===== src/rtl/rv_ex_config.svh =====
`ifndef RV_EX_CONFIG_SVH
`define RV_EX_CONFIG_SVH

// Width of the integer data path and of every register
`define RV_XLEN 32

// Architectural register count, x0 included
`define RV_NREGS 32

// Entries in the request FIFO between decode and execute
`define RV_FIFO_DEPTH 4

// Multiplier build switch
// With 0 the multiply instructions are decoded as illegal and their data reads as zero
`define RV_MUL_ENABLE 1

`endif

===== src/rtl/rv_ex_pkg.sv =====
`default_nettype none
`include "rv_ex_config.svh"

package rv_ex_pkg;

  typedef logic [`RV_XLEN-1:0] xword_t;
  typedef logic [$clog2(`RV_NREGS)-1:0] reg_idx_t;

  typedef enum logic [4:0] {
    ALU_ADD,
    ALU_SUB,
    ALU_SLL,
    ALU_SRL,
    ALU_SRA,
    ALU_SLT,
    ALU_SLTU,
    ALU_OR,
    ALU_XOR,
    ALU_AND,
    ALU_MUL,
    ALU_MULH,
    ALU_MULHSU,
    ALU_MULHU,
    ALU_LINK,  // Result is the link address
    ALU_PASS   // Result is the second operand, used by LUI
  } alu_op_e;

  typedef enum logic {SRC1_REG, SRC1_PC} src1_e;
  typedef enum logic {SRC2_REG, SRC2_IMM} src2_e;

  typedef struct packed {
    xword_t   pc;
    alu_op_e  op;
    src1_e    src1;
    src2_e    src2;
    xword_t   rs1_val;
    xword_t   rs2_val;
    xword_t   imm;
    xword_t   link_addr;
    reg_idx_t rd;
    logic     illegal;
  } ex_req_t;

  typedef struct packed {
    xword_t   pc;
    reg_idx_t rd;
    xword_t   data;
    logic     illegal;  // Set for undecodable instructions, never written back
  } ex_res_t;

endpackage

`default_nettype wire


===== src/rtl/reg_file.sv =====
`default_nettype none
`timescale 1ns/1ps
`include "rv_ex_config.svh"

module reg_file (
  input  logic                clk,
  input  logic                reset_i,
  input  rv_ex_pkg::reg_idx_t raddr1_i,
  input  rv_ex_pkg::reg_idx_t raddr2_i,
  output rv_ex_pkg::xword_t   rdata1_o,
  output rv_ex_pkg::xword_t   rdata2_o,
  input  logic                we_i,
  input  rv_ex_pkg::reg_idx_t waddr_i,
  input  rv_ex_pkg::xword_t   wdata_i
);

  localparam int NREGS = `RV_NREGS;

  logic [`RV_XLEN-1:0] regs_q [NREGS];

  always_ff @(posedge clk) begin
    if (reset_i) begin
      for (int i = 0; i < NREGS; i++) begin
        regs_q[i] <= '0;
      end
    end else if (we_i && (waddr_i != '0)) begin  // x0 is hardwired
      regs_q[waddr_i] <= wdata_i;
    end
  end

  // No write-to-read bypass, a new value shows up the cycle after the write
  assign rdata1_o = (raddr1_i == '0) ? '0 : regs_q[raddr1_i];
  assign rdata2_o = (raddr2_i == '0) ? '0 : regs_q[raddr2_i];

endmodule

`default_nettype wire


===== config.mk =====
export PLATFORM = sky130hd
export DESIGN_NAME = reg_file
export DESIGN_NICKNAME = d
export VERILOG_FILES = /design/src/rtl/rv_ex_pkg.sv /design/src/rtl/reg_file.sv
export VERILOG_INCLUDE_DIRS = /design/src /design/src/rtl
export SDC_FILE = /design/constraint.sdc
export NUM_CORES = 2
export LEC_CHECK = 0
export BUFFER_PORTS_ARGS = -buffer_cell sky130_fd_sc_hd__buf_2
export CAP_MARGIN = 15
export CORE_MARGIN = 1.5
export CORE_UTILIZATION = 35
export CTS_CLUSTER_SIZE = 20
export DETAILED_ROUTE_END_ITERATION = 12
export PLACE_DENSITY = 0.5
export SETUP_SLACK_MARGIN = 0.2
export SLEW_MARGIN = 20
export SYNTH_ARGS = -nofsm -noshare
export SYNTH_HDL_FRONTEND = slang
export SYNTH_SLANG_ARGS = --single-unit

===== constraint.sdc =====
create_clock -name clk -period 5.9 [get_ports clk]
set_input_delay 0 -clock clk [delete_from_list [all_inputs] [get_ports clk]]
set_output_delay 0 -clock clk [all_outputs]
set_load 0.005 [all_outputs]

==> summary.txt <==
share of layout cells above drive strength 1: 0.2710
Initial Util: 0.3522
vias in the first global route: 32.84k
grt ovf: 0
Crit Path Max Fanout: 16
Fill cells: 13.97k
multiplexer share of the synthesized area: 0.2298
synth-to-layout area growth: 12.83%
Worst Setup End Kind: output port
nets@finish: 3572
Detail Placement HPWL: 118.7 mm
Post-Synth Adder-Cell Area: 0
Worst Path Arrival: 3.40 ns
Worst Setup Start Kind: input port
Area after DPL: 0.05697 mm^2
slew margin rel.: 0.04952
worst-margin pin slew: 1.422 ns
drt wl/cell: 33.68 um
sequential element share of the synthesized area: 0.5668
# IOs: 114
Initial DRT Pass Iterations: 7
hold slack: 0.03644 ns
max-cap violations: 0
initial DRC count: 3689
post-route clock period utilization: 0.5760
Max rail drop VDD: 0.0002235 V
Lkg Pwr: 20.78 nW
via-per-instance ratio: 5.797
Reg area: 0.03075 mm^2
clock-pin slew on the worst setup and hold paths: 0.06 ns
number of endpoints failing setup at the final stage: 0
post-synthesis average cell area: 15.49 um^2
Synth cell types: 42
H-tree Lvls: 3
Post-synth top flop: edfxtp_1
Yosys Warn Count: 0
Final min period: 3.399 ns
Hold WC Path Type: in2reg
Total GRT Usage: 0.2407
RD Place Congestion: 0.8122
Residual DRC: 0
Die Wd: 396.7 um
Post-Synthesis Cells: 3502
Multi-input gate area: 0.02211 mm^2
status: complete, no violations
CTS Buffer Depth: 3
Die H: 396.7 um
CTS sink count: 1024
initial antenna violation count: 8
max reg flops: 1024
pre-CTS WS: 2.498 ns
FF+latch count, synth: 1024
Hold Vio Cnt, Final: 0
PwrDens: 299.7 mW/mm^2
Synth Cell Area: 0.05425 mm^2
Final Cell Area: 0.06122 mm^2
Antenna Nets Post-Route: 0
Std-Cell Core Area: 0.1540 mm^2
Pwr Total: 18.34 mW
combinational family with the most area after synthesis: multiplexers
Max Clk Rate: 294.2 MHz
Post-Synth XOR/XNOR Area: 0
number of synthesized flops with an enable pin: 1024
PortBufs: 113
Via Count: 32.89k
Post-CTS Setup Inserts: 0
num rows: 144
first-pass GRT wire length: 266.7 mm
asr flop ratio synth: 0
post-synthesis simple-gate area fraction: 0.1333
post-synthesis compound-gate area fraction: 0.03651
Top Registers: regs_q x1024
kind of critical path: in2out
RSZ-0062 raised after global routing: no
clock root buffer: clkbuf_16
largest net degree at the start of global routing: 75
cts bufs inserted: 118
CTS tree: built
required time of the critical path: 5.90 ns
Routed WL: 191.0 mm
Largest Register: regs_q
Final Max Tran Viols: 0
Post-Route Setup TNS: 0 ns
setup slack after layout: 2.501 ns
DIE AREA: 0.1574 mm^2
[layout by cell type (no fill, tap or decap), types with 8 or more instances in the layout]
cell type and count:
mux2_2 30, mux2i_1 150, or2_2 23, clkinvlp_4 9, buf_2 106, dlygate4sd3_1 32
nor2b_1 12, bufinv_16 16, and2_1 994, clkinv_1 25, o22ai_1 103, a2111oi_0 13
buf_12 8, mux4_2 472, nor3_1 54, clkinv_2 26, or2_4 10, edfxtp_1 1024
a2111oi_1 41, a22oi_1 16, buf_4 104, conb_1 32, clkbuf_16 120, a22o_1 51
nor2_4 31, a21oi_1 12, clkbuf_1 19
[where the power goes]
part | internal, mW | switching, mW | total, mW
logic | 0.871 | 1.26 | 2.13
registers | 8.41 | 0.237 | 8.65
clock network | 4.40 | 3.17 | 7.57
[final cells by class]
class | instances | area share
timing repair buffer | 256 | 0.03064
multi-input combinational | 2120 | 0.3611
sequential | 1024 | 0.5023
antenna | 6 | 0.0002453
inverter | 2 | 0.0001226
tap | 2044 | 0.04178
clock inverter | 82 | 0.01359
clock buffer | 139 | 0.05022
[metal layers]
metal / share of wire / up-vias / GRT usage
li1: - / 13600 / -
met3: 0.059 / 227 / 0.02846
met4: 0.031 / 2 / 0.07964
met1: 0.43 / 17690 / 0.3323
met5: 0.000068 / - / 0
met2: 0.48 / 1374 / 0.3949
[worst max-delay path, stage by stage]
cell and delay (ns):
buf_2 0.25, buf_4 0.30, nor2_4 0.61, buf_4 0.53, a221o_1 0.23, a21oi_1 0.05, a2111oi_1 1.12, buf_2 0.28
[path summary, 6_finish.rpt]
check	from	to	slack [ns]	depth (start not counted)
max	raddr2_i[3]	rdata2_o[30]	2.50	8
min	wdata_i[10]	regs_q[31][10]$_SDFFCE_PN0P_	0.04	2
[Yosys cell counts, drive strengths merged, types with 5 or more instances]
master   instances  area, um^2
a22oi           16       120.1
nand2            7       26.28
and2           995        6225
nor4             6       37.54
buf            116       793.3
a21oi           12       60.06
clkbuf         271        1017
nor3            54       270.3
nor2b           14       87.58
o22ai          103       644.4
nand2b           5       31.28
nand3b           5       37.54
edfxtp        1024       30750
nor2            36       135.1
a211oi           7       52.55
a2111oi         55       533.0
or2             33       206.5
mux4           472       10630
mux2            30       337.8
mux2i          150        1501
nand3            5       25.02
a22o            51       446.7
[cell families (layout without fill, tap and decap cells)]
family | after synthesis | count (layout)
AND/OR/NAND/NOR | 1177 | 1177
flip-flops | 1024 | 1024
other | 1 | 38
buffers and inverters | 389 | 479
AO/OA/AOI/OAI | 259 | 259
multiplexers | 652 | 652
[repair_timing]
action / 4_1_cts / 5_1_grt
endpoints found under the setup margin: 0 / 0
hold buffers: 32 / 0
resized for setup: 0 / 0
hold endpoints to repair: 939 / 0
[stage by stage]
stage | cells | utilization
floorplan | 3533 | -
global placement | 5410 | 0.3692
detailed placement | 5414 | 0.3698
CTS | 5667 | 0.3973
global route | 5668 | 0.3973
finish | 5673 | 0.3974
No activity file was read; power rests on OpenSTA's default activity.
