===== config.mk =====
export PLATFORM = sky130hd
export DESIGN_NAME = pipe_fifo
export DESIGN_NICKNAME = d
export VERILOG_FILES = /design/src/rtl/pipe_fifo.sv
export VERILOG_INCLUDE_DIRS = /design/src /design/src/rtl
export SDC_FILE = /design/constraint.sdc
export NUM_CORES = 1
export LEC_CHECK = 0
export BUFFER_PORTS_ARGS = -buffer_cell sky130_fd_sc_hd__clkbuf_2
export CORE_MARGIN = 5
export CORE_UTILIZATION = 56
export CTS_CLUSTER_SIZE = 10
export DETAILED_ROUTE_END_ITERATION = 8
export GPL_TIMING_DRIVEN = 0
export MAX_ROUTING_LAYER = met4
export PLACE_DENSITY = 0.78
export SLEW_MARGIN = 5
export SYNTH_ARGS = -nofsm -noshare
export SYNTH_HDL_FRONTEND = slang
export SYNTH_SLANG_ARGS = --single-unit
export TNS_END_PERCENT = 1

===== constraint.sdc =====
create_clock -name clk -period 2.93 [get_ports clk]
set_input_delay 0.586 -clock clk [delete_from_list [all_inputs] [get_ports clk]]
set_output_delay 0.586 -clock clk [all_outputs]
set_load 0.02 [all_outputs]

===== src/rtl/rv_ex_config.svh =====
`ifndef RV_EX_CONFIG_SVH
`define RV_EX_CONFIG_SVH

// Width of the integer data path and of every register
`define RV_XLEN 32

// Architectural register count, x0 included
`define RV_NREGS 32

// Entries in the request FIFO between decode and execute
`define RV_FIFO_DEPTH 4

// Multiplier build switch
// With 0 the multiply instructions are decoded as illegal and their data reads as zero
`define RV_MUL_ENABLE 1

`endif

===== src/rtl/pipe_fifo.sv =====
`default_nettype none
`timescale 1ns/1ps
`include "rv_ex_config.svh"

module pipe_fifo #(
  parameter type payload_t = logic [`RV_XLEN-1:0],
  parameter int  DEPTH     = `RV_FIFO_DEPTH
) (
  input  logic     clk,
  input  logic     reset_i,
  input  logic     in_valid_i,
  input  payload_t in_data_i,
  output logic     in_ready_o,
  output logic     out_valid_o,
  output payload_t out_data_o,
  input  logic     out_ready_i
);

  localparam int PTR_W = (DEPTH > 1) ? $clog2(DEPTH) : 1;
  localparam int CNT_W = $clog2(DEPTH + 1);

  payload_t         mem_q [DEPTH];
  logic [PTR_W-1:0] wr_ptr_q;
  logic [PTR_W-1:0] rd_ptr_q;
  logic [CNT_W-1:0] count_q;
  logic             full;
  logic             push;
  logic             pop;

  function automatic logic [PTR_W-1:0] next_ptr(input logic [PTR_W-1:0] ptr);
    return (ptr == PTR_W'(DEPTH - 1)) ? '0 : ptr + 1'b1;
  endfunction

  assign full        = (count_q == CNT_W'(DEPTH));
  assign out_valid_o = (count_q != '0);
  assign in_ready_o  = !full || out_ready_i;  // A full FIFO still takes a push on a pop
  assign push        = in_valid_i && in_ready_o;
  assign pop         = out_valid_o && out_ready_i;
  assign out_data_o  = mem_q[rd_ptr_q];  // Head is visible without a read strobe

  always_ff @(posedge clk) begin
    if (reset_i) begin
      wr_ptr_q <= '0;
      rd_ptr_q <= '0;
      count_q  <= '0;
    end else begin
      if (push) wr_ptr_q <= next_ptr(wr_ptr_q);
      if (pop) rd_ptr_q <= next_ptr(rd_ptr_q);
      if (push && !pop) begin
        count_q <= count_q + 1'b1;
      end else if (pop && !push) begin
        count_q <= count_q - 1'b1;
      end
    end
  end

  always_ff @(posedge clk) begin
    if (push) begin
      mem_q[wr_ptr_q] <= in_data_i;
    end
  end

endmodule

`default_nettype wire


==> summary by stage <==
Run status
The run finished with clean final reports.

Layout
The library cells used most frequently in the layout, excluding fill and tap cells, are edfxtp_1, clkbuf_2, mux4_2, clkbuf_16, dfxtp_1. The final net count is approximately 350. The area growth from synthesis to layout is 21.43%. For this run, the share of the core covered by cells in the final layout is 70.12%.

The antenna diode instance count is 0. After filler insertion, the fill cell instance count of the layout stands at 537. The library cell used most frequently in the layout, excluding fill and tap cells, is edfxtp_1. The fraction of layout instances using a drive strength above 1 is 46.03%.

CTS
Clock tree synthesis inserted a total of 17 buffers. After clock tree synthesis, the clock-pin slew on the worst setup and hold paths is 0.06 ns. For this design, the sink count on the clock tree is 137. Counting along the longest clock path gives a buffer depth of 2. The buffers inserted during post-CTS setup optimization is 0. The H-tree generated during clock tree synthesis spans 4 levels.

The TritonCTS clock tree is built. The clock latency at the later pin of the worst-skew pair is 0.51 ns. The cell at the root of the clock tree is clkbuf_8. The number of hold buffers added after cts is 0. After clock tree synthesis, the repair step resized 0 gates.

Detailed routing
The wire length on met2 is ~4400 um. The total length of routed wires is roughly 8500 um. After detailed routing, the number of vias per cell comes to 5.667. In this run, the number of DRC markers left after iteration 0 of detailed routing was 83. In the final routed layout, each cell accounts on average for 20.15 um. After detailed routing, the met3 layer carries 504 um of wire. The final route contains 2397 vias. Routed signal wires occupy layers up through met4. The total iterations of the first detailed-routing run is 5. The routed length on met1 is ~3600 um. After detailed routing, the number of remaining DRC violations is 0. Once detail routing completed, the nets flagged for antenna violations numbered 0.

Floorplan
Once the floorplan was initialized, standard cells occupied a little under 60% of the core. The floorplan step set the die width to 105.3 um. The die is 105.3 um tall. The placement row count is 34.

The die covers 11090 um2. During I/O placement, the number of pins put on the boundary was 70. The floorplan step defined a core boundary enclosing 8806 um2.

Synthesis
Counting every instance in the synthesized netlist gives 215. The synthesized cell area is between 5000 and 6000 um2. In this run, distinct cell masters in the synthesized netlist total 26. The average cell area after synthesis is approximately 24 um2. The total nets after synthesis is ~260.

During synthesis, Yosys emitted a total of 0 warnings. The portion of the post-synthesis area used by sequential elements is 79.13%. The synthesized design contains 137 register bits.

Timing
The share of the cycle needed by the critical path after routing is 91.28%. The final number of max-transition violations is 0. The total negative slack is 0 ns.

Setup repair after global routing left no endpoint under its margin. The routed design could run at a clock period as short as about 2.7 ns. The final-report hold violation count came to 0. The worst slew margin relative to its limit is 40.81%. Timing would allow up to 373.9 MHz.

Setup violations remaining at the end of the flow were counted as 0. At the pin with the least slew margin, the transition time is 0.8879 ns. The clock skew after layout is approximately 0.015 ns.

Min path
The path with the worst hold slack has its endpoint at mem_q[0][10]$_DFFE_PP_. The cell count of the worst hold path is 1. The worst hold path belongs to the class in2reg.

The worst hold path begins at in_data_i[10].

Global route
The maximum number of pins on one net before global-route repair is 33. The first global-routing pass estimated roughly 14000 um of wire. The via count of the first global-routing pass is 2609. The number of antenna violations at the first check in global routing is 0. The global-route usage over all layers is around 17%.

The residual overflow from global routing is 0.

Worst setup path
The required arrival time at the worst endpoint is 2.34 ns. The nature of the critical path startpoint is a flip-flop. In this run the critical register-to-register path is launched from count_q[1]$_SDFFE_PP0P_. The endpoint of the most critical register-to-register path is count_q[2]$_SDFFE_PP0P_.

In this run the worst path has a maximum fanout of 10. The arrival time at the worst endpoint is 2.09 ns. The kind of end point of the critical path is an output port. The worst register-to-register path has a depth of 7. The minimum setup slack among reg-to-reg paths is around 0.59 ns. The class of the most critical setup path is reg2out.

Place
The placed wire-length estimate after detailed placement is 5083 um. The number of input and output port buffers inserted is between 60 and 70. The routability congestion estimate from global placement is 0.6899.

Power and ir drop
The leakage power is about 2.2 nW. Across the VDD grid, the largest voltage drop is 461.2 uV. Dividing total power by cell area gives a power density of 918.5 nW/um2.

Run
The max-cap check violation count is 0.
critical path, cell delays in order, from the launching register on:
cell and delay (ns):
dfxtp_1 0.32, buf_2 0.16, buf_2 0.35, mux4_2 0.58
clkbuf_2 0.18
cell usage after synthesis:
master	n	area share [%]
edfxtp_1	128	76
mux4_2	32	14
dfxtp_1	9	3.5
ha_1	6	1.5
and3_2	4	0.59
buf_2	4	0.39
a21oi_1	3	0.30
clkbuf_1	3	0.22
inv_1	3	0.22
nor2_1	3	0.22
mux2i_1	2	0.39
nand3_1	2	0.20
or3_1	2	0.25
xor2_1	2	0.34
a21o_1	1	0.15
and2_4	1	0.17
buf_1	1	0.074
buf_6	1	0.22
fa_1	1	0.39
nand2_1	1	0.074
nor3_1	1	0.098
o21ai_0	1	0.098
o31ai_1	1	0.15
o31ai_2	1	0.25
or3_2	1	0.15
or4b_4	1	0.27
per-stage QoR:
| stage | area (um2) | power, W | setup WS (ns) | hold WS (ns) | std cells |
|---|---|---|---|---|---|
| after floorplan | 5085 | 0.003213 | 0.5772 | 0.4634 | 215 |
| final | 6175 | 0.005671 | 0.2554 | 0.2917 | 423 |
| after detailed placement | 5560 | 0.003562 | 0.4136 | 0.5074 | 391 |
| after CTS | 6175 | 0.005732 | 0.1847 | 0.2725 | 423 |
| after global placement | 5560 | 0.003530 | 0.4470 | 0.4884 | 391 |
| after global routing | 6175 | 0.005925 | 0.08909 | 0.2797 | 423 |
area by class of cell:
type,count,area [um2],area share (%)
Sequential cell,137,4024,65.17
Tap cell,108,135.1,2.188
Multi-Input combinational cell,66,1003,16.25
Clock inverter,15,200.2,3.242
Clock buffer,17,414.1,6.707
Timing Repair Buffer,68,340.3,5.512
Inverter,3,11.26,0.1824
Buffer,9,46.29,0.7497
power breakdown:
part	internal, W	switching, W
combinational	0.000472	0.000643
sequential	0.00233	0.0000652
clock	0.00138	0.000780
total	0.00418	0.00149
how the worst max path moves through the flow:
| stage | start | end | slack (ns) | cells past startpoint |
|---|---|---|---|---|
| 2_1_floorplan | out_ready_i | count_q[2]$_SDFFE_PP0P_ | 0.58 | 9 |
| 3_3_place_gp | out_ready_i | count_q[2]$_SDFFE_PP0P_ | 0.45 | 10 |
| 3_5_place_dp | out_ready_i | count_q[2]$_SDFFE_PP0P_ | 0.41 | 10 |
| 4_1_cts | flip-flop | out_data_o[7] | 0.18 | 4 |
| 5_1_grt | flip-flop | out_data_o[7] | 0.09 | 4 |
| 6_report | flip-flop | out_data_o[7] | 0.26 | 4 |
registers in the layout (all words and copies together) (netlist names), named ones only:
register and count:
wr_ptr_q 2, rd_ptr_q 2, count_q 3, mem_q 128
logic make-up after synthesis:
family / Yosys count / share of synthesized area, %
AOI/OAI and AO/OA: 7 / 0.9349
xor gates and xnor gates: 2 / 0.3446
adders and majority gates: 7 / 1.870
buffers and inverters: 12 / 1.132
DFF: 137 / 79.13
muxes: 34 / 14.57
and+or+nand+nor: 16 / 2.018
layer usage:
layer	GRT usage (%)	vias to the layer above
met5	-	-
met4	5.623	0
met3	5.562	5
met2	27.50	66
met1	21.75	1246
li1	-	1080
Power figures use the tool's default switching activity.
