--- src/rtl/rv_ex_config.svh ---
`ifndef RV_EX_CONFIG_SVH
`define RV_EX_CONFIG_SVH

// Width of the integer data path and of every register
`define RV_XLEN 32

// Architectural register count, x0 included
`define RV_NREGS 32

// Entries in the request FIFO between decode and execute
`define RV_FIFO_DEPTH 4

// Multiplier build switch
// With 0 the multiply instructions are decoded as illegal and their data reads as zero
`define RV_MUL_ENABLE 1

`endif
--- src/rtl/rv_ex_pkg.sv ---
`default_nettype none
`include "rv_ex_config.svh"

package rv_ex_pkg;

  typedef logic [`RV_XLEN-1:0] xword_t;
  typedef logic [$clog2(`RV_NREGS)-1:0] reg_idx_t;

  typedef enum logic [4:0] {
    ALU_ADD,
    ALU_SUB,
    ALU_SLL,
    ALU_SRL,
    ALU_SRA,
    ALU_SLT,
    ALU_SLTU,
    ALU_OR,
    ALU_XOR,
    ALU_AND,
    ALU_MUL,
    ALU_MULH,
    ALU_MULHSU,
    ALU_MULHU,
    ALU_LINK,  // Result is the link address
    ALU_PASS   // Result is the second operand, used by LUI
  } alu_op_e;

  typedef enum logic {SRC1_REG, SRC1_PC} src1_e;
  typedef enum logic {SRC2_REG, SRC2_IMM} src2_e;

  typedef struct packed {
    xword_t   pc;
    alu_op_e  op;
    src1_e    src1;
    src2_e    src2;
    xword_t   rs1_val;
    xword_t   rs2_val;
    xword_t   imm;
    xword_t   link_addr;
    reg_idx_t rd;
    logic     illegal;
  } ex_req_t;

  typedef struct packed {
    xword_t   pc;
    reg_idx_t rd;
    xword_t   data;
    logic     illegal;  // Set for undecodable instructions, never written back
  } ex_res_t;

endpackage

`default_nettype wire

--- src/rtl/ex_alu.sv ---
`default_nettype none
`timescale 1ns/1ps
`include "rv_ex_config.svh"

module ex_alu (
  input  logic                clk,
  input  logic                reset_i,
  input  logic                req_valid_i,
  input  rv_ex_pkg::ex_req_t  req_i,
  output logic                req_ready_o,
  output logic                res_valid_o,
  output rv_ex_pkg::ex_res_t  res_o,
  input  logic                res_ready_i,
  output logic                wb_we_o,
  output rv_ex_pkg::reg_idx_t wb_rd_o,
  output rv_ex_pkg::xword_t   wb_data_o
);
  import rv_ex_pkg::*;

  localparam int XLEN       = `RV_XLEN;
  localparam bit MUL_ENABLE = `RV_MUL_ENABLE;

  xword_t            op_a;
  xword_t            op_b;
  logic [4:0]        shamt;
  logic              mul_a_signed;
  logic              mul_b_signed;
  logic [XLEN:0]     mul_a;
  logic [XLEN:0]     mul_b;
  logic [2*XLEN-1:0] mul_prod;
  xword_t            alu_data;
  logic              accept;
  logic              res_valid_q;
  ex_res_t           res_q;

  assign op_a  = (req_i.src1 == SRC1_PC) ? req_i.pc : req_i.rs1_val;
  assign op_b  = (req_i.src2 == SRC2_IMM) ? req_i.imm : req_i.rs2_val;
  assign shamt = op_b[4:0];

  // One extra bit per operand lets a single signed multiply cover all four variants
  assign mul_a_signed = (req_i.op == ALU_MULH) || (req_i.op == ALU_MULHSU);
  assign mul_b_signed = (req_i.op == ALU_MULH);
  assign mul_a = {mul_a_signed & op_a[XLEN-1], op_a};
  assign mul_b = {mul_b_signed & op_b[XLEN-1], op_b};

  generate
    if (MUL_ENABLE) begin : g_mul
      logic signed [2*XLEN+1:0] mul_full;
      assign mul_full = $signed(mul_a) * $signed(mul_b);
      assign mul_prod = mul_full[2*XLEN-1:0];
    end else begin : g_no_mul
      assign mul_prod = '0;  // Decoder already flags these as illegal
    end
  endgenerate

  always_comb begin
    case (req_i.op)
      ALU_ADD:    alu_data = op_a + op_b;
      ALU_SUB:    alu_data = op_a - op_b;
      ALU_SLL:    alu_data = op_a << shamt;
      ALU_SRL:    alu_data = op_a >> shamt;
      ALU_SRA:    alu_data = $signed(op_a) >>> shamt;
      ALU_SLT:    alu_data = xword_t'($signed(op_a) < $signed(op_b));
      ALU_SLTU:   alu_data = xword_t'(op_a < op_b);
      ALU_OR:     alu_data = op_a | op_b;
      ALU_XOR:    alu_data = op_a ^ op_b;
      ALU_AND:    alu_data = op_a & op_b;
      ALU_MUL:    alu_data = mul_prod[XLEN-1:0];
      ALU_MULH,
      ALU_MULHSU,
      ALU_MULHU:  alu_data = mul_prod[2*XLEN-1:XLEN];
      ALU_LINK:   alu_data = req_i.link_addr;
      ALU_PASS:   alu_data = op_b;  // LUI immediate
      default:    alu_data = '0;
    endcase
  end

  // Output register takes a new result when empty or when the current one leaves
  assign req_ready_o = !res_valid_q || res_ready_i;
  assign accept      = req_valid_i && req_ready_o;

  always_ff @(posedge clk) begin
    if (reset_i) begin
      res_valid_q <= 1'b0;
    end else if (accept) begin
      res_valid_q <= 1'b1;
    end else if (res_ready_i) begin
      res_valid_q <= 1'b0;
    end
  end

  always_ff @(posedge clk) begin
    if (accept) begin
      res_q.pc      <= req_i.pc;
      res_q.rd      <= req_i.rd;
      res_q.data    <= alu_data;
      res_q.illegal <= req_i.illegal;
    end
  end

  assign res_valid_o = res_valid_q;
  assign res_o       = res_q;

  assign wb_we_o   = res_valid_q && res_ready_i && !res_q.illegal && (res_q.rd != '0);
  assign wb_rd_o   = res_q.rd;
  assign wb_data_o = res_q.data;

endmodule

`default_nettype wire

--- config.mk ---
export PLATFORM = sky130hd
export DESIGN_NAME = ex_alu
export DESIGN_NICKNAME = d
export VERILOG_FILES = /design/src/rtl/rv_ex_pkg.sv /design/src/rtl/ex_alu.sv
export VERILOG_INCLUDE_DIRS = /design/src /design/src/rtl
export SDC_FILE = /design/constraint.sdc
export NUM_CORES = 2
export LEC_CHECK = 0
export BUFFER_PORTS_ARGS = -buffer_cell sky130_fd_sc_hd__buf_2
export CAP_MARGIN = 10
export CORE_UTILIZATION = 40
export DETAILED_ROUTE_END_ITERATION = 10
export PLACE_DENSITY_LB_ADDON = 0.08
export RECOVER_POWER = 100
export SYNTH_ARGS = -nofsm -noshare
export SYNTH_HDL_FRONTEND = slang
export SYNTH_SLANG_ARGS = --single-unit
--- constraint.sdc ---
create_clock -name clk -period 32.9 [get_ports clk]
set_input_delay 4.935 -clock clk [delete_from_list [all_inputs] [get_ports clk]]
set_output_delay 4.935 -clock clk [all_outputs]
set_load 0.02 [all_outputs]
==> summary.md <==
| Metric | Value |
|---|---|
| Status | complete, but fails checks |
| Violations in the final reports | capacitance limit, slew limit |
| Full die area | 0.125 mm^2 |
| CP bufs+invs | 7 |
| Cts hold-fix bufs | 0 |
| Hold_sp | res_valid_o |
| Setup crit end kind | register |
| Reg2reg path depth | 3 |
| Clk_lat worst skew | 0.38 ns |
| FMAX | 0.0506 GHz |
| Yosys warns | 0 |
| Routed vias | 42700 |
| Seq/Total Area, Yosys | 4.28% |
| Worst slew margin | -153% |
| Critical path depth | 28 |
| Hold Slack | 0.546 ns |
| WL met1 | 91.5 mm |
| Clock Skews | 0.00801 ns |
| Final net count | 7532 |
| CP max FO | 32 |
| First-pass GRT wire length | 320 mm |
| Fraction of registers with async set/reset | 0% |
| Fin area | 0.0527 mm^2 |
| Vias in the first global route | 44300 |
| DPL Wire Length | 175 mm |
| Ys flop type | edfxtp_1 |
| Top routing layer used | met5 |
| Die width | 354 um |
| IO Pins | 287 |
| RSZ-0062 raised after global routing | false |
| CTS Sinks | 71 |
| Number of synthesized flops with an enable pin | 70 |
| Synth Net Count | 7467 |
| Core footprint | 0.122 mm^2 |
| Mean Syn Cell Area | 8.46 um^2 |
| Vert. Die Dim | 354 um |
| Minimum clock period | 19.78 ns |
| Synth cell types | 92 |
| Pin count of the biggest net entering global routing | 99 |
| Gr usage total | 35.6% |
| Register area | 0.00212 mm^2 |
| Drt total wl | 221 mm |
| Area of the multi-input gates | 0.0411 mm^2 |
| Worst Setup Start Kind | input port |
| Clk root buf | clkbuf_16 |
| Hold depth | 2 |
| Clock-pin transition on the worst setup and hold timing paths | 0.07 ns |
| Max Buffers Root-to-Sink | 2 |
| Pre-antenna DRT Iters | 6 |
| Vias per cell | 5.66 |
| Max_cap viols | 4 |
| Fraction of layout cells with a size suffix above 1 | 7.22% |
| Req. time, crit path | 33.00 ns |
| Cell mode on critical path | fa_1 |
| RR Startpoint | res_valid_o |
| Slew @ Worst Pin | 3.79 ns |
| Hold Crit Class | reg -> reg |
| Std-Cell Rows | 128 |
| Filler cells | 12600 |
| Critical path class | in -> reg |
| 1st-iter DRT viols | 4143 |
| Delay-heaviest family, CP | buffers and inverters |
| Total global routing overflow | 0 |
| Global placer's final weighted congestion | 1.05 |
| Dpl cell area | 0.0527 mm^2 |
| Final core occ | 43.1% |
| Fin crit share | 60.1% |
| Synthesized area | 0.0495 mm^2 |
| IO Port Bufs | 286 |
| Post-CTS setup buffers | 0 |
| CTS tree | built |
| CTS resizes | 0 |
| Slowest CP cell | clkbuf_1 |
| Starting Density | 40.5% |
| Final Setup Violations | 0 |
| H-tree levels | 3 |
| Routed Antenna Nets | 0 |
| Final slew viol count | 113 |
| Layout area overhead | 6.46% |
| Setup TNS | 0 ns |
| Final hold vios | 0 |
| CTS Buf Count | 9 |
| Antenna violations before repair | 15 |
| Cells after synthesis | 5854 |
| Worst Setup SP | req_i[134] |
| Mean routed wirelength per cell | 29.3 um |
| Worst EP arrival | 19.88 ns |
| DRC viols | 0 |
| DR WL met2 | 100 mm |
| #FFs+latches synth | 71 |
| Worst path max stage delay | 2.71 ns |
| Met3 WL | 15.8 mm |
## metrics by stage
stage,instances,setup WS [ns]
after floorplan,5854,18.70
after global placement,7533,17.02
after detailed placement,7533,16.94
after CTS,7549,17.32
after global routing,7549,12.81
final,7551,13.12
## worst paths after layout
check | endpoint | slack (ns)
worst max register to register | wb_data_o[24] | 28.54
worst min-delay path | res_valid_o | 0.55
worst max-delay path | wb_data_o[30] | 13.12
worst min register to register | res_valid_o | 0.55
## cells in the mapped netlist (48+ instances only)
library cell     n  area (um^2)
inv_1         1253         4700
fa_1          1127        22600
nand2_1        926         3480
nor2_1         516         1940
ha_1           309         3870
clkbuf_1       243          912
a21oi_1        186          931
mux2i_1        171         1710
o21ai_0         92          460
edfxtp_1        70         2100
xnor2_1         65          569
nor3_1          55          275
nand3_1         52          260
buf_1           48          180
## sequential cells by signal (all words and copies together) (netlist names)
signal	cells
wb_rd_o	5
res_valid_o	1
res_o	33
wb_data_o	32
## cell type report
| type | instances | area share, % |
|---|---|---|
| clock inverters | 6 | 0.0878 |
| flip-flops and latches | 71 | 4.02 |
| diodes | 2 | 0.00949 |
| clock buffers | 10 | 0.434 |
| multi-input cells | 4114 | 77.9 |
| inverters | 1289 | 9.17 |
| repair buffers | 434 | 4.49 |
| well taps | 1625 | 3.86 |
## cell families (layout without fill, tap and decap cells)
family                   after synthesis  count (layout)  share of synthesized area (%)
flip-flops                            71              71                           4.28
AND/OR/NAND/NOR                     1679            1679                           13.7
multiplexers                         195             195                           4.09
other                                  0               2                              0
adder cells (fa/ha/maj)             1436            1436                           53.3
XOR/XNOR                              93              93                           1.64
AO/OA/AOI/OAI                        711             711                           9.78
buffers and inverters               1669            1739                           13.1
## worst min-delay path: cells and delay by family (launching register included)
| family | cells | cell delay, ns |
|---|---|---|
| flip-flops | 1 | 0.32 |
| AND/OR/NAND/NOR | 1 | 0.11 |
| AO/OA/AOI/OAI | 1 | 0.07 |
## layer usage
| layer | global-route usage [%] | vias to the layer above |
|---|---|---|
| met5 | 0 | - |
| met4 | 17.0 | 2 |
| met3 | 4.35 | 419 |
| met2 | 56.7 | 1967 |
| met1 | 48.1 | 22300 |
| li1 | - | 18000 |
## cell usage in the layout, fill, tap and decap left out, types with 19 or more instances in the layout
cell type,n
nand2b_1,23
o211ai_1,38
xnor2_1,65
ha_1,309
xor2_1,28
buf_4,144
inv_2,37
o22ai_1,25
mux2i_1,134
clkbuf_1,146
a211oi_1,35
nand4_1,21
fa_1,1127
o21a_1,19
edfxtp_1,70
inv_1,1249
nand2_1,926
a221oi_1,32
buf_2,144
nor2_1,511
a21o_1,40
a21oi_1,185
mux2i_2,30
o21ai_0,100
a31oi_1,38
nor3_1,55
nand3_1,52
Power is not shown: default switching activity piles up to over one toggle a cycle in this logic, so the estimate is an artifact.
