===== src/rtl/rv_ex_config.svh =====
`ifndef RV_EX_CONFIG_SVH
`define RV_EX_CONFIG_SVH

// Width of the integer data path and of every register
`define RV_XLEN 32

// Architectural register count, x0 included
`define RV_NREGS 32

// Entries in the request FIFO between decode and execute
`define RV_FIFO_DEPTH 4

// Multiplier build switch
// With 0 the multiply instructions are decoded as illegal and their data reads as zero
`define RV_MUL_ENABLE 1

`endif

===== src/rtl/rv_ex_pkg.sv =====
`default_nettype none
`include "rv_ex_config.svh"

package rv_ex_pkg;

  typedef logic [`RV_XLEN-1:0] xword_t;
  typedef logic [$clog2(`RV_NREGS)-1:0] reg_idx_t;

  typedef enum logic [4:0] {
    ALU_ADD,
    ALU_SUB,
    ALU_SLL,
    ALU_SRL,
    ALU_SRA,
    ALU_SLT,
    ALU_SLTU,
    ALU_OR,
    ALU_XOR,
    ALU_AND,
    ALU_MUL,
    ALU_MULH,
    ALU_MULHSU,
    ALU_MULHU,
    ALU_LINK,  // Result is the link address
    ALU_PASS   // Result is the second operand, used by LUI
  } alu_op_e;

  typedef enum logic {SRC1_REG, SRC1_PC} src1_e;
  typedef enum logic {SRC2_REG, SRC2_IMM} src2_e;

  typedef struct packed {
    xword_t   pc;
    alu_op_e  op;
    src1_e    src1;
    src2_e    src2;
    xword_t   rs1_val;
    xword_t   rs2_val;
    xword_t   imm;
    xword_t   link_addr;
    reg_idx_t rd;
    logic     illegal;
  } ex_req_t;

  typedef struct packed {
    xword_t   pc;
    reg_idx_t rd;
    xword_t   data;
    logic     illegal;  // Set for undecodable instructions, never written back
  } ex_res_t;

endpackage

`default_nettype wire


===== src/rtl/id_decode.sv =====
`default_nettype none
`timescale 1ns/1ps
`include "rv_ex_config.svh"

module id_decode (
  input  logic                clk,
  input  logic                reset_i,
  input  logic                instr_valid_i,
  input  rv_ex_pkg::xword_t   instr_i,
  input  rv_ex_pkg::xword_t   pc_i,
  output logic                instr_ready_o,
  output rv_ex_pkg::reg_idx_t raddr1_o,
  output rv_ex_pkg::reg_idx_t raddr2_o,
  input  rv_ex_pkg::xword_t   rdata1_i,
  input  rv_ex_pkg::xword_t   rdata2_i,
  input  logic                wb_we_i,
  input  rv_ex_pkg::reg_idx_t wb_rd_i,
  output logic                req_valid_o,
  output rv_ex_pkg::ex_req_t  req_o,
  input  logic                req_ready_i
);
  import rv_ex_pkg::*;

  localparam bit MUL_ENABLE = `RV_MUL_ENABLE;

  logic [6:0]          opcode;
  logic [2:0]          funct3;
  logic [6:0]          funct7;
  reg_idx_t            rd;
  reg_idx_t            rs1;
  reg_idx_t            rs2;
  alu_op_e             dec_op;
  src1_e               dec_src1;
  src2_e               dec_src2;
  xword_t              dec_imm;
  logic                dec_illegal;
  logic                uses_rs1;
  logic                uses_rs2;
  logic                hazard;
  logic                out_free;
  logic                issue;
  logic                ready_q;
  logic                req_valid_q;
  ex_req_t             req_q;
  logic [`RV_NREGS-1:0] pending_q;  // One bit per destination still in flight

  function automatic alu_op_e alu_op_of(input logic [2:0] f3, input logic alt);
    case (f3)
      3'd0:    alu_op_of = alt ? ALU_SUB : ALU_ADD;
      3'd1:    alu_op_of = ALU_SLL;
      3'd2:    alu_op_of = ALU_SLT;
      3'd3:    alu_op_of = ALU_SLTU;
      3'd4:    alu_op_of = ALU_XOR;
      3'd5:    alu_op_of = alt ? ALU_SRA : ALU_SRL;
      3'd6:    alu_op_of = ALU_OR;
      default: alu_op_of = ALU_AND;
    endcase
  endfunction

  assign opcode = instr_i[6:0];
  assign rd     = instr_i[11:7];
  assign funct3 = instr_i[14:12];
  assign rs1    = instr_i[19:15];
  assign rs2    = instr_i[24:20];
  assign funct7 = instr_i[31:25];

  always_comb begin
    dec_op      = ALU_ADD;
    dec_src1    = SRC1_REG;
    dec_src2    = SRC2_REG;
    dec_imm     = '0;
    dec_illegal = 1'b0;
    uses_rs1    = 1'b0;
    uses_rs2    = 1'b0;
    case (opcode)
      7'b0110011: begin
        uses_rs1 = 1'b1;
        uses_rs2 = 1'b1;
        if (funct7 == 7'b0000001) begin  // M extension, divides are not supported
          dec_illegal = !MUL_ENABLE || funct3[2];
          case (funct3[1:0])
            2'd0:    dec_op = ALU_MUL;
            2'd1:    dec_op = ALU_MULH;
            2'd2:    dec_op = ALU_MULHSU;
            default: dec_op = ALU_MULHU;
          endcase
        end else begin
          dec_op      = alu_op_of(funct3, funct7[5]);
          dec_illegal = !((funct7 == 7'b0000000) ||
                          (funct7 == 7'b0100000 && (funct3 == 3'd0 || funct3 == 3'd5)));
        end
      end
      7'b0010011: begin
        uses_rs1    = 1'b1;
        dec_src2    = SRC2_IMM;
        dec_imm     = {{20{instr_i[31]}}, instr_i[31:20]};
        dec_op      = alu_op_of(funct3, (funct3 == 3'd5) && funct7[5]);
        dec_illegal = ((funct3 == 3'd1) && (funct7 != 7'b0000000)) ||
                      ((funct3 == 3'd5) && (funct7 != 7'b0000000) && (funct7 != 7'b0100000));
      end
      7'b0110111: begin  // LUI
        dec_op   = ALU_PASS;
        dec_src2 = SRC2_IMM;
        dec_imm  = {instr_i[31:12], 12'b0};
      end
      7'b0010111: begin  // AUIPC
        dec_src1 = SRC1_PC;
        dec_src2 = SRC2_IMM;
        dec_imm  = {instr_i[31:12], 12'b0};
      end
      7'b1101111: begin
        dec_op  = ALU_LINK;  // Only the link write, the jump itself is not taken here
        dec_imm = {{12{instr_i[31]}}, instr_i[19:12], instr_i[20], instr_i[30:21], 1'b0};
      end
      default: dec_illegal = 1'b1;
    endcase
  end

  assign hazard = (uses_rs1 && pending_q[rs1]) || (uses_rs2 && pending_q[rs2]) || pending_q[rd];
  assign out_free = !req_valid_q || req_ready_i;
  assign instr_ready_o = ready_q && out_free && !hazard;
  assign issue = instr_valid_i && instr_ready_o;

  assign raddr1_o = rs1;
  assign raddr2_o = rs2;

  always_ff @(posedge clk) begin
    if (reset_i) begin
      ready_q     <= 1'b0;
      req_valid_q <= 1'b0;
      pending_q   <= '0;
    end else begin
      ready_q <= 1'b1;  // Holds ready low for the first cycle out of reset
      if (issue) begin
        req_valid_q <= 1'b1;
      end else if (req_ready_i) begin
        req_valid_q <= 1'b0;
      end
      if (wb_we_i) begin
        pending_q[wb_rd_i] <= 1'b0;
      end
      if (issue && !dec_illegal && (rd != '0)) begin
        pending_q[rd] <= 1'b1;
      end
    end
  end

  always_ff @(posedge clk) begin
    if (issue) begin
      req_q.pc        <= pc_i;
      req_q.op        <= dec_op;
      req_q.src1      <= dec_src1;
      req_q.src2      <= dec_src2;
      req_q.rs1_val   <= rdata1_i;
      req_q.rs2_val   <= rdata2_i;
      req_q.imm       <= dec_imm;
      req_q.link_addr <= pc_i + xword_t'(4);
      req_q.rd        <= rd;
      req_q.illegal   <= dec_illegal;
    end
  end

  assign req_valid_o = req_valid_q;
  assign req_o       = req_q;

endmodule

`default_nettype wire


===== config.mk =====
export PLATFORM = sky130hd
export DESIGN_NAME = id_decode
export DESIGN_NICKNAME = d
export VERILOG_FILES = /design/src/rtl/rv_ex_pkg.sv /design/src/rtl/id_decode.sv
export VERILOG_INCLUDE_DIRS = /design/src /design/src/rtl
export SDC_FILE = /design/constraint.sdc
export NUM_CORES = 1
export LEC_CHECK = 0
export ABC_CLOCK_PERIOD_IN_PS = 6500
export BUFFER_PORTS_ARGS = -buffer_cell sky130_fd_sc_hd__buf_2
export CAP_MARGIN = 20
export CORE_AREA = 4 4 166 168
export CTS_CLUSTER_DIAMETER = 200
export DETAILED_ROUTE_END_ITERATION = 10
export DIE_AREA = 0 0 170 172
export SYNTH_ARGS = -nofsm -noshare
export SYNTH_HDL_FRONTEND = slang
export SYNTH_SLANG_ARGS = --single-unit

===== constraint.sdc =====
create_clock -name clk -period 6.5 [get_ports clk]
set_clock_uncertainty 0.05 [all_clocks]
set_input_delay 1.625 -clock clk [delete_from_list [all_inputs] [get_ports clk]]
set_output_delay 1.625 -clock clk [all_outputs]
set_load 0.01 [all_outputs]

==> results.cfg, run 1 <==
[worst_setup_path]
end_kind = primary output
path_common_cell = buf_2
crit_path_top_delay_cell = mux4_1
path_class = primary input to primary output
slowest_delay_ps = 600
critPathBufInv = 3
path_max_fanout = 10
setup.worst_path.start_class = primary input
path_cells = buf_2, mux4_1, mux4_2, or2_0, nand4_2, nand3_4, inv_1, buf_2
crit_required_ps = 4830
cp_top_family = multiplexers
arrival_ps = 3620

[clock_tree]
cts.sink_count = 204
postCtsResizedCells = 0
root_buffer = clkbuf_16
cts_buffers = 24
htreeDepth = 1
clock_path_buffers = 3
cts_setup_buffers = 0
clkSlewWorstSetupHoldPaths_ps = 60
postCtsHoldBufs = 0
tritoncts = built
clkLatencyLatePin_ps = 510

[pwr]
power_leakage_nw = 4.72
powerDensity_nw_per_um2 = 263
total_power_mw = 3.03
ir_worst_vdd_mv = 0.198

[synthesis]
syn_nets = 780
yosysTopAreaCell = edfxtp_1
synth-compound-area-share_pct = 8.26
synthAdderAreaFrac_pct = 0.139
synth_edf_count = 170
synth.area.top_cells = edfxtp_1, dfxtp_1, nand3_1, mux2i_1, o21ai_2
syn_area_per_cell_sq_um = 14.0
synth_top_family_by_area = simple AND/OR/NAND/NOR gates
synthXorXnorAreaFrac_pct = 2.83
synth_top_area_share_pct = 56.9
synth.distinct_cells = 65
ys_seq_area_share_pct = 64.5
netlist_area_sq_um = 8970
postSynthCellCount = 641
synthSimpleGateAreaFrac_pct = 12.6
synthArstFlopShare_pct = 0
yosys_most_used_dff = edfxtp_1
synth_warnings = 0
synth.ff_latch_count = 204
synth_mux_area_share_pct = 7.81

[die]
fp.dieH_um = 172
rows = 59
io_pins = 323
initial_core_util_pct = 34.6
core_sq_um = 25900
dieWidth_um = 170
die_area_sq_um = 29200

[layout]
num-nets-final = 1086
area_delta_synth_final_pct = 28.6
final_cell_mix = buf_2, edfxtp_1, nand3_1
final_common_cell = buf_2
final_cells = 1300
drive_above_1_share_pct = 42.8
antennaDiodeCount = 0
nFillCells = 2415

[routing]
dr.first_iter.drc_count = 404
wire_per_inst_um = 21.1
first_pass_iters = 8
vias = 6619
routed_wl_um = 27400
final_antenna_net_count = 0
drt-vias-per-instance = 5.09
drc = 0

[timing]
min_period_ps = 5300
slew_headroom_pct = 37.2
post-route-period-util_pct = 81.5
maxSlewViolCount = 0
post-route-worst-setup-slack_ps = 1200
final_hold_viol_count = 0
fin_setup_tns_ps = 0
setup_viol = 0
max_freq_mhz = 189
worst_pin_slew_ps = 941
worst_hold_slack_ps = 467
rsz0062_at_grt = no

[global_routing]
grt_start_max_net_pins = 120
overflow = 0
grt_pass1_vias = 6464
grt_antenna_before_repair = 1
grt_util_all_layers_pct = 17.5
grt_pass1_wl_um = 39500

[run]
cap_violations = 0

[placed_design]
io_buffers = 321
dp_cells = 1256
dp_slack_ps = 1200
dp_hpwl_um = 20800
gp_congestion = 0.846

[status]
status = completed

[worst_hold_path]
hp-class = flip-flop to flip-flop
==> power by group <==
part	total (mW)	internal, mW	switching [mW]	leakage, nW
Sequential	1.47	1.46	0.00870	1.91
Clock	1.31	0.798	0.516	0.381
Combinational	0.246	0.0878	0.158	2.43
Total	3.03	2.35	0.683	4.72
==> synth_stat cells (all sizes together) (2+ instances only) <==
| cell | instances |
|---|---|
| or2 | 5 |
| xnor2 | 21 |
| nand3b | 8 |
| o21a | 3 |
| mux2i | 28 |
| nand2 | 35 |
| dfxtp | 34 |
| xor2 | 8 |
| nor2 | 20 |
| inv | 9 |
| nand2b | 6 |
| or3 | 4 |
| a22oi | 2 |
| nand4 | 14 |
| nor2b | 14 |
| a21oi | 6 |
| nor4 | 4 |
| and2 | 3 |
| nand3 | 65 |
| nor3b | 4 |
| buf | 27 |
| mux4 | 17 |
| clkbuf | 16 |
| nor3 | 11 |
| and3 | 8 |
| o21ai | 36 |
| o211ai | 16 |
| edfxtp | 170 |
| a21o | 22 |
| dlygate4sd3 | 2 |
==> cell type report <==
type | count | area [sq um] | share of cell area (%)
clock buffers | 29 | 619 | 5.37
multi-input cells | 381 | 2860 | 24.8
clock inverters | 15 | 159 | 1.38
well taps | 335 | 419 | 3.63
repair buffers | 326 | 1660 | 14.4
flip-flops and latches | 204 | 5790 | 50.2
inverters | 10 | 41.3 | 0.358
==> metal layers <==
metal	part of all wire [%]	global-route usage (%)	vias to the layer above	wire (um)
met5	0.047	0	-	13
met4	3.5	6.01	2	951
met3	8.4	4.48	51	2300
met2	50	30.6	261	13700
met1	38	21.2	3237	10400
li1	-	-	3068	-
==> stage by stage <==
step | area (sq um) | utilization [%]
global placement | 10800 | 41.5
detailed placement | 10800 | 41.5
CTS | 11500 | 44.5
floorplan | 8970 | -
finish | 11500 | 44.5
global route | 11500 | 44.5
==> worst register-to-register path, delay by kind of cell (launching register included) <==
kind | cells | cell delay (ps)
buf+inv | 2 | 860
flops | 1 | 370
mux | 2 | 990
simple gates | 3 | 530
==> path summary, 6_finish.rpt <==
check / start / endpoint / slack (ps) / depth (start not counted)
min: pending_q[1]$_SDFF_PP0_ / pending_q[1]$_SDFF_PP0_ / 470 / 2
max reg2reg: pending_q[18]$_SDFF_PP0_ / req_o[125]$_DFFE_PP_ / 3250 / 7
min reg2reg: pending_q[1]$_SDFF_PP0_ / pending_q[1]$_SDFF_PP0_ / 470 / 2
max: instr_i[16] / instr_ready_o / 1200 / 8
==> state kept, by name (all words and copies together), names as in the netlist <==
signal,flops
pending_q,32
ready_q,1
req_o,170
req_valid_o,1
==> cell families (layout without fill, tap and decap cells) <==
logic type | count (synthesis) | after routing
and+or+nand+nor | 208 | 208
buffers and inverters | 56 | 380
other | 1 | 1
DFF | 204 | 204
AOI/OAI and AO/OA | 96 | 96
adders and majority gates | 1 | 1
muxes | 46 | 46
xor gates and xnor gates | 29 | 29
No activity file was read; power rests on OpenSTA's default activity.
==> run 2: changes to the inputs <==
--- a/config.mk
+++ b/config.mk
@@ -6,7 +6,7 @@
 export SDC_FILE = /design/constraint.sdc
 export NUM_CORES = 1
 export LEC_CHECK = 0
-export ABC_CLOCK_PERIOD_IN_PS = 6500
+export ABC_CLOCK_PERIOD_IN_PS = 5300
 export BUFFER_PORTS_ARGS = -buffer_cell sky130_fd_sc_hd__buf_2
 export CAP_MARGIN = 20
 export CORE_AREA = 4 4 166 168
==> constraint.sdc (replaced) <==
create_clock -name clk -period 5.3 [get_ports clk]
set_clock_uncertainty 0.05 [all_clocks]
set_input_delay 1.325 -clock clk [delete_from_list [all_inputs] [get_ports clk]]
set_output_delay 1.325 -clock clk [all_outputs]
set_load 0.01 [all_outputs]
==> run 2 against run 1 <==
Against the previous run: total power up 16%; design area shrank 0.60%; sequential cell count unchanged; worst setup slack worse by 640 ps; first-iteration DRC count grew 28%; cell count is 0.31% lower; utilization down 0.27 points; sequential power increased by 22%; critical endpoint unchanged; largest power group unchanged.
==> results.cfg, run 2 (same netlist as run 1, synthesis figures left out) <==
[status]
status = completed

[clock_tree]
cts_setup_buffers = 0
htreeDepth = 1
tritoncts = built
clkSlewWorstSetupHoldPaths_ps = 60
root_buffer = clkbuf_16
cts_buffers = 22
cts.sink_count = 204
postCtsHoldBufs = 0
postCtsResizedCells = 0
clock_path_buffers = 3
clkLatencyLatePin_ps = 500

[worst_hold_path]
holdCritStartpoint = req_valid_o$_SDFFE_PP0P_
whs_path_depth = 2
hp-class = flip-flop to flip-flop
hold_end = req_valid_o$_SDFFE_PP0P_

[die]
initial_core_util_pct = 34.6
dieWidth_um = 170
core_sq_um = 25900
io_pins = 323
fp.dieH_um = 172
rows = 59
die_area_sq_um = 29200

[layout]
area_delta_synth_final_pct = 27.8
final_common_cell = buf_2
final_cell_mix = buf_2, edfxtp_1, nand3_1
nFillCells = 2406
largest_register_ffs = 170
drive_above_1_share_pct = 43.0
antennaDiodeCount = 0
num-nets-final = 1087

[global_routing]
grt_start_max_net_pins = 51
grt_antenna_before_repair = 0
grt_util_all_layers_pct = 17.4
grt_pass1_wl_um = 39200
overflow = 0
grt_pass1_vias = 6378

[placed_design]
io_buffers = 321
dp_hpwl_um = 21300
gp_congestion = 0.830

[timing]
max_freq_mhz = 211
min_period_ps = 4730
post-route-period-util_pct = 89.3
setup_viol = 0
rsz0062_at_grt = no
slew_headroom_pct = 32.0
worst_pin_slew_ps = 1010
maxSlewViolCount = 0
worst_hold_slack_ps = 478
final_hold_viol_count = 0

[routing]
first_pass_iters = 4
dr.first_iter.drc_count = 518
drc = 0
wire_per_inst_um = 21.2
routed_wl_um = 27500
vias = 6611
drt-vias-per-instance = 5.10
final_antenna_net_count = 0

[worst_setup_path]
timing.rr.end = req_o[102]$_DFFE_PP_
reg2regPathDepth = 7
crit_path_top_delay_cell = mux4_2
crit_required_ps = 3920
path_common_cell = buf_2
path_max_fanout = 19
slowest_delay_ps = 490
rrSetupSlack_ps = 2230
cp_top_family = multiplexers
setup.worst_path.start_class = primary input
path_cells = buf_2, mux2i_1, mux4_2, a222oi_1, nand4_1, nand3_4, inv_1, buf_2
r2r-start = pending_q[27]$_SDFF_PP0_
path_class = primary input to primary output
end_kind = primary output
arrival_ps = 3360
critPathBufInv = 3

[pwr]
powerDensity_nw_per_um2 = 307
total_power_mw = 3.52
ir_worst_vdd_mv = 0.250
power_leakage_nw = 4.68

[run]
cap_violations = 0
[run 2: changes by cell type in the layout (fill, tap and decap cells not counted), sizes merged]
| cell | before | now |
|---|---|---|
| clkinvlp | 2 | 4 |
| buf | 326 | 329 |
| inv | 8 | 9 |
| clkinv | 12 | 10 |
| bufinv | 3 | 1 |
| clkbuf | 29 | 23 |
[run 2: how the worst max path moves through the flow]
stage	slack, ps	startpoint	to	cells past startpoint
after floorplan	-440	instr_i[21]	req_o[0]$_DFFE_PP_	8
after global routing	360	instr_i[21]	instr_ready_o	8
final	570	instr_i[21]	instr_ready_o	8
after global placement	590	instr_i[21]	instr_ready_o	8
after CTS	530	instr_i[21]	instr_ready_o	8
after detailed placement	540	instr_i[21]	instr_ready_o	8
[run 2: power breakdown]
part / switching (mW) / internal, mW / leakage [nW]
Combinational: 0.196 / 0.111 / 2.45
Sequential: 0.0104 / 1.79 / 1.91
Clock: 0.604 / 0.807 / 0.320
[run 2: final cells by class]
class | instances | area [sq um] | share of cell area, %
clock buffers | 23 | 554 | 4.83
multi-input cells | 381 | 2860 | 24.9
clock inverters | 14 | 108 | 0.938
repair buffers | 329 | 1700 | 14.9
flip-flops and latches | 204 | 5790 | 50.5
well taps | 335 | 419 | 3.66
inverters | 10 | 41.3 | 0.360
[run 2: tightest hold or removal path, delay by kind of cell, from the launching register on]
kind,cells,cell delay (ps)
flops,1,310
simple gates,1,100
compound gates,1,70
[run 2: through the flow]
step           instances  setup WS [ps]  setup TNS (ps)  util (%)  instance area [sq um]
2_1_floorplan        641           -440          -74850         -                   8990
3_3_place_gp        1259            593               0      41.7                  10800
3_5_place_dp        1259            535               0      41.7                  10800
4_1_cts             1296            529               0      44.3                  11500
5_1_grt             1296            365               0      44.3                  11500
6_report            1296            567               0      44.3                  11500
[run 2: per-layer routing]
| metal | track usage, % | up-vias | part of all wire, % | routed length [um] |
|---|---|---|---|---|
| met5 | 0 | - | 0 | 0 |
| met4 | 6.01 | 0 | 3.5 | 964 |
| met3 | 3.43 | 42 | 7.3 | 2020 |
| met2 | 31.9 | 263 | 52 | 14400 |
| met1 | 20.4 | 3239 | 37 | 10100 |
| li1 | - | 3067 | - | - |
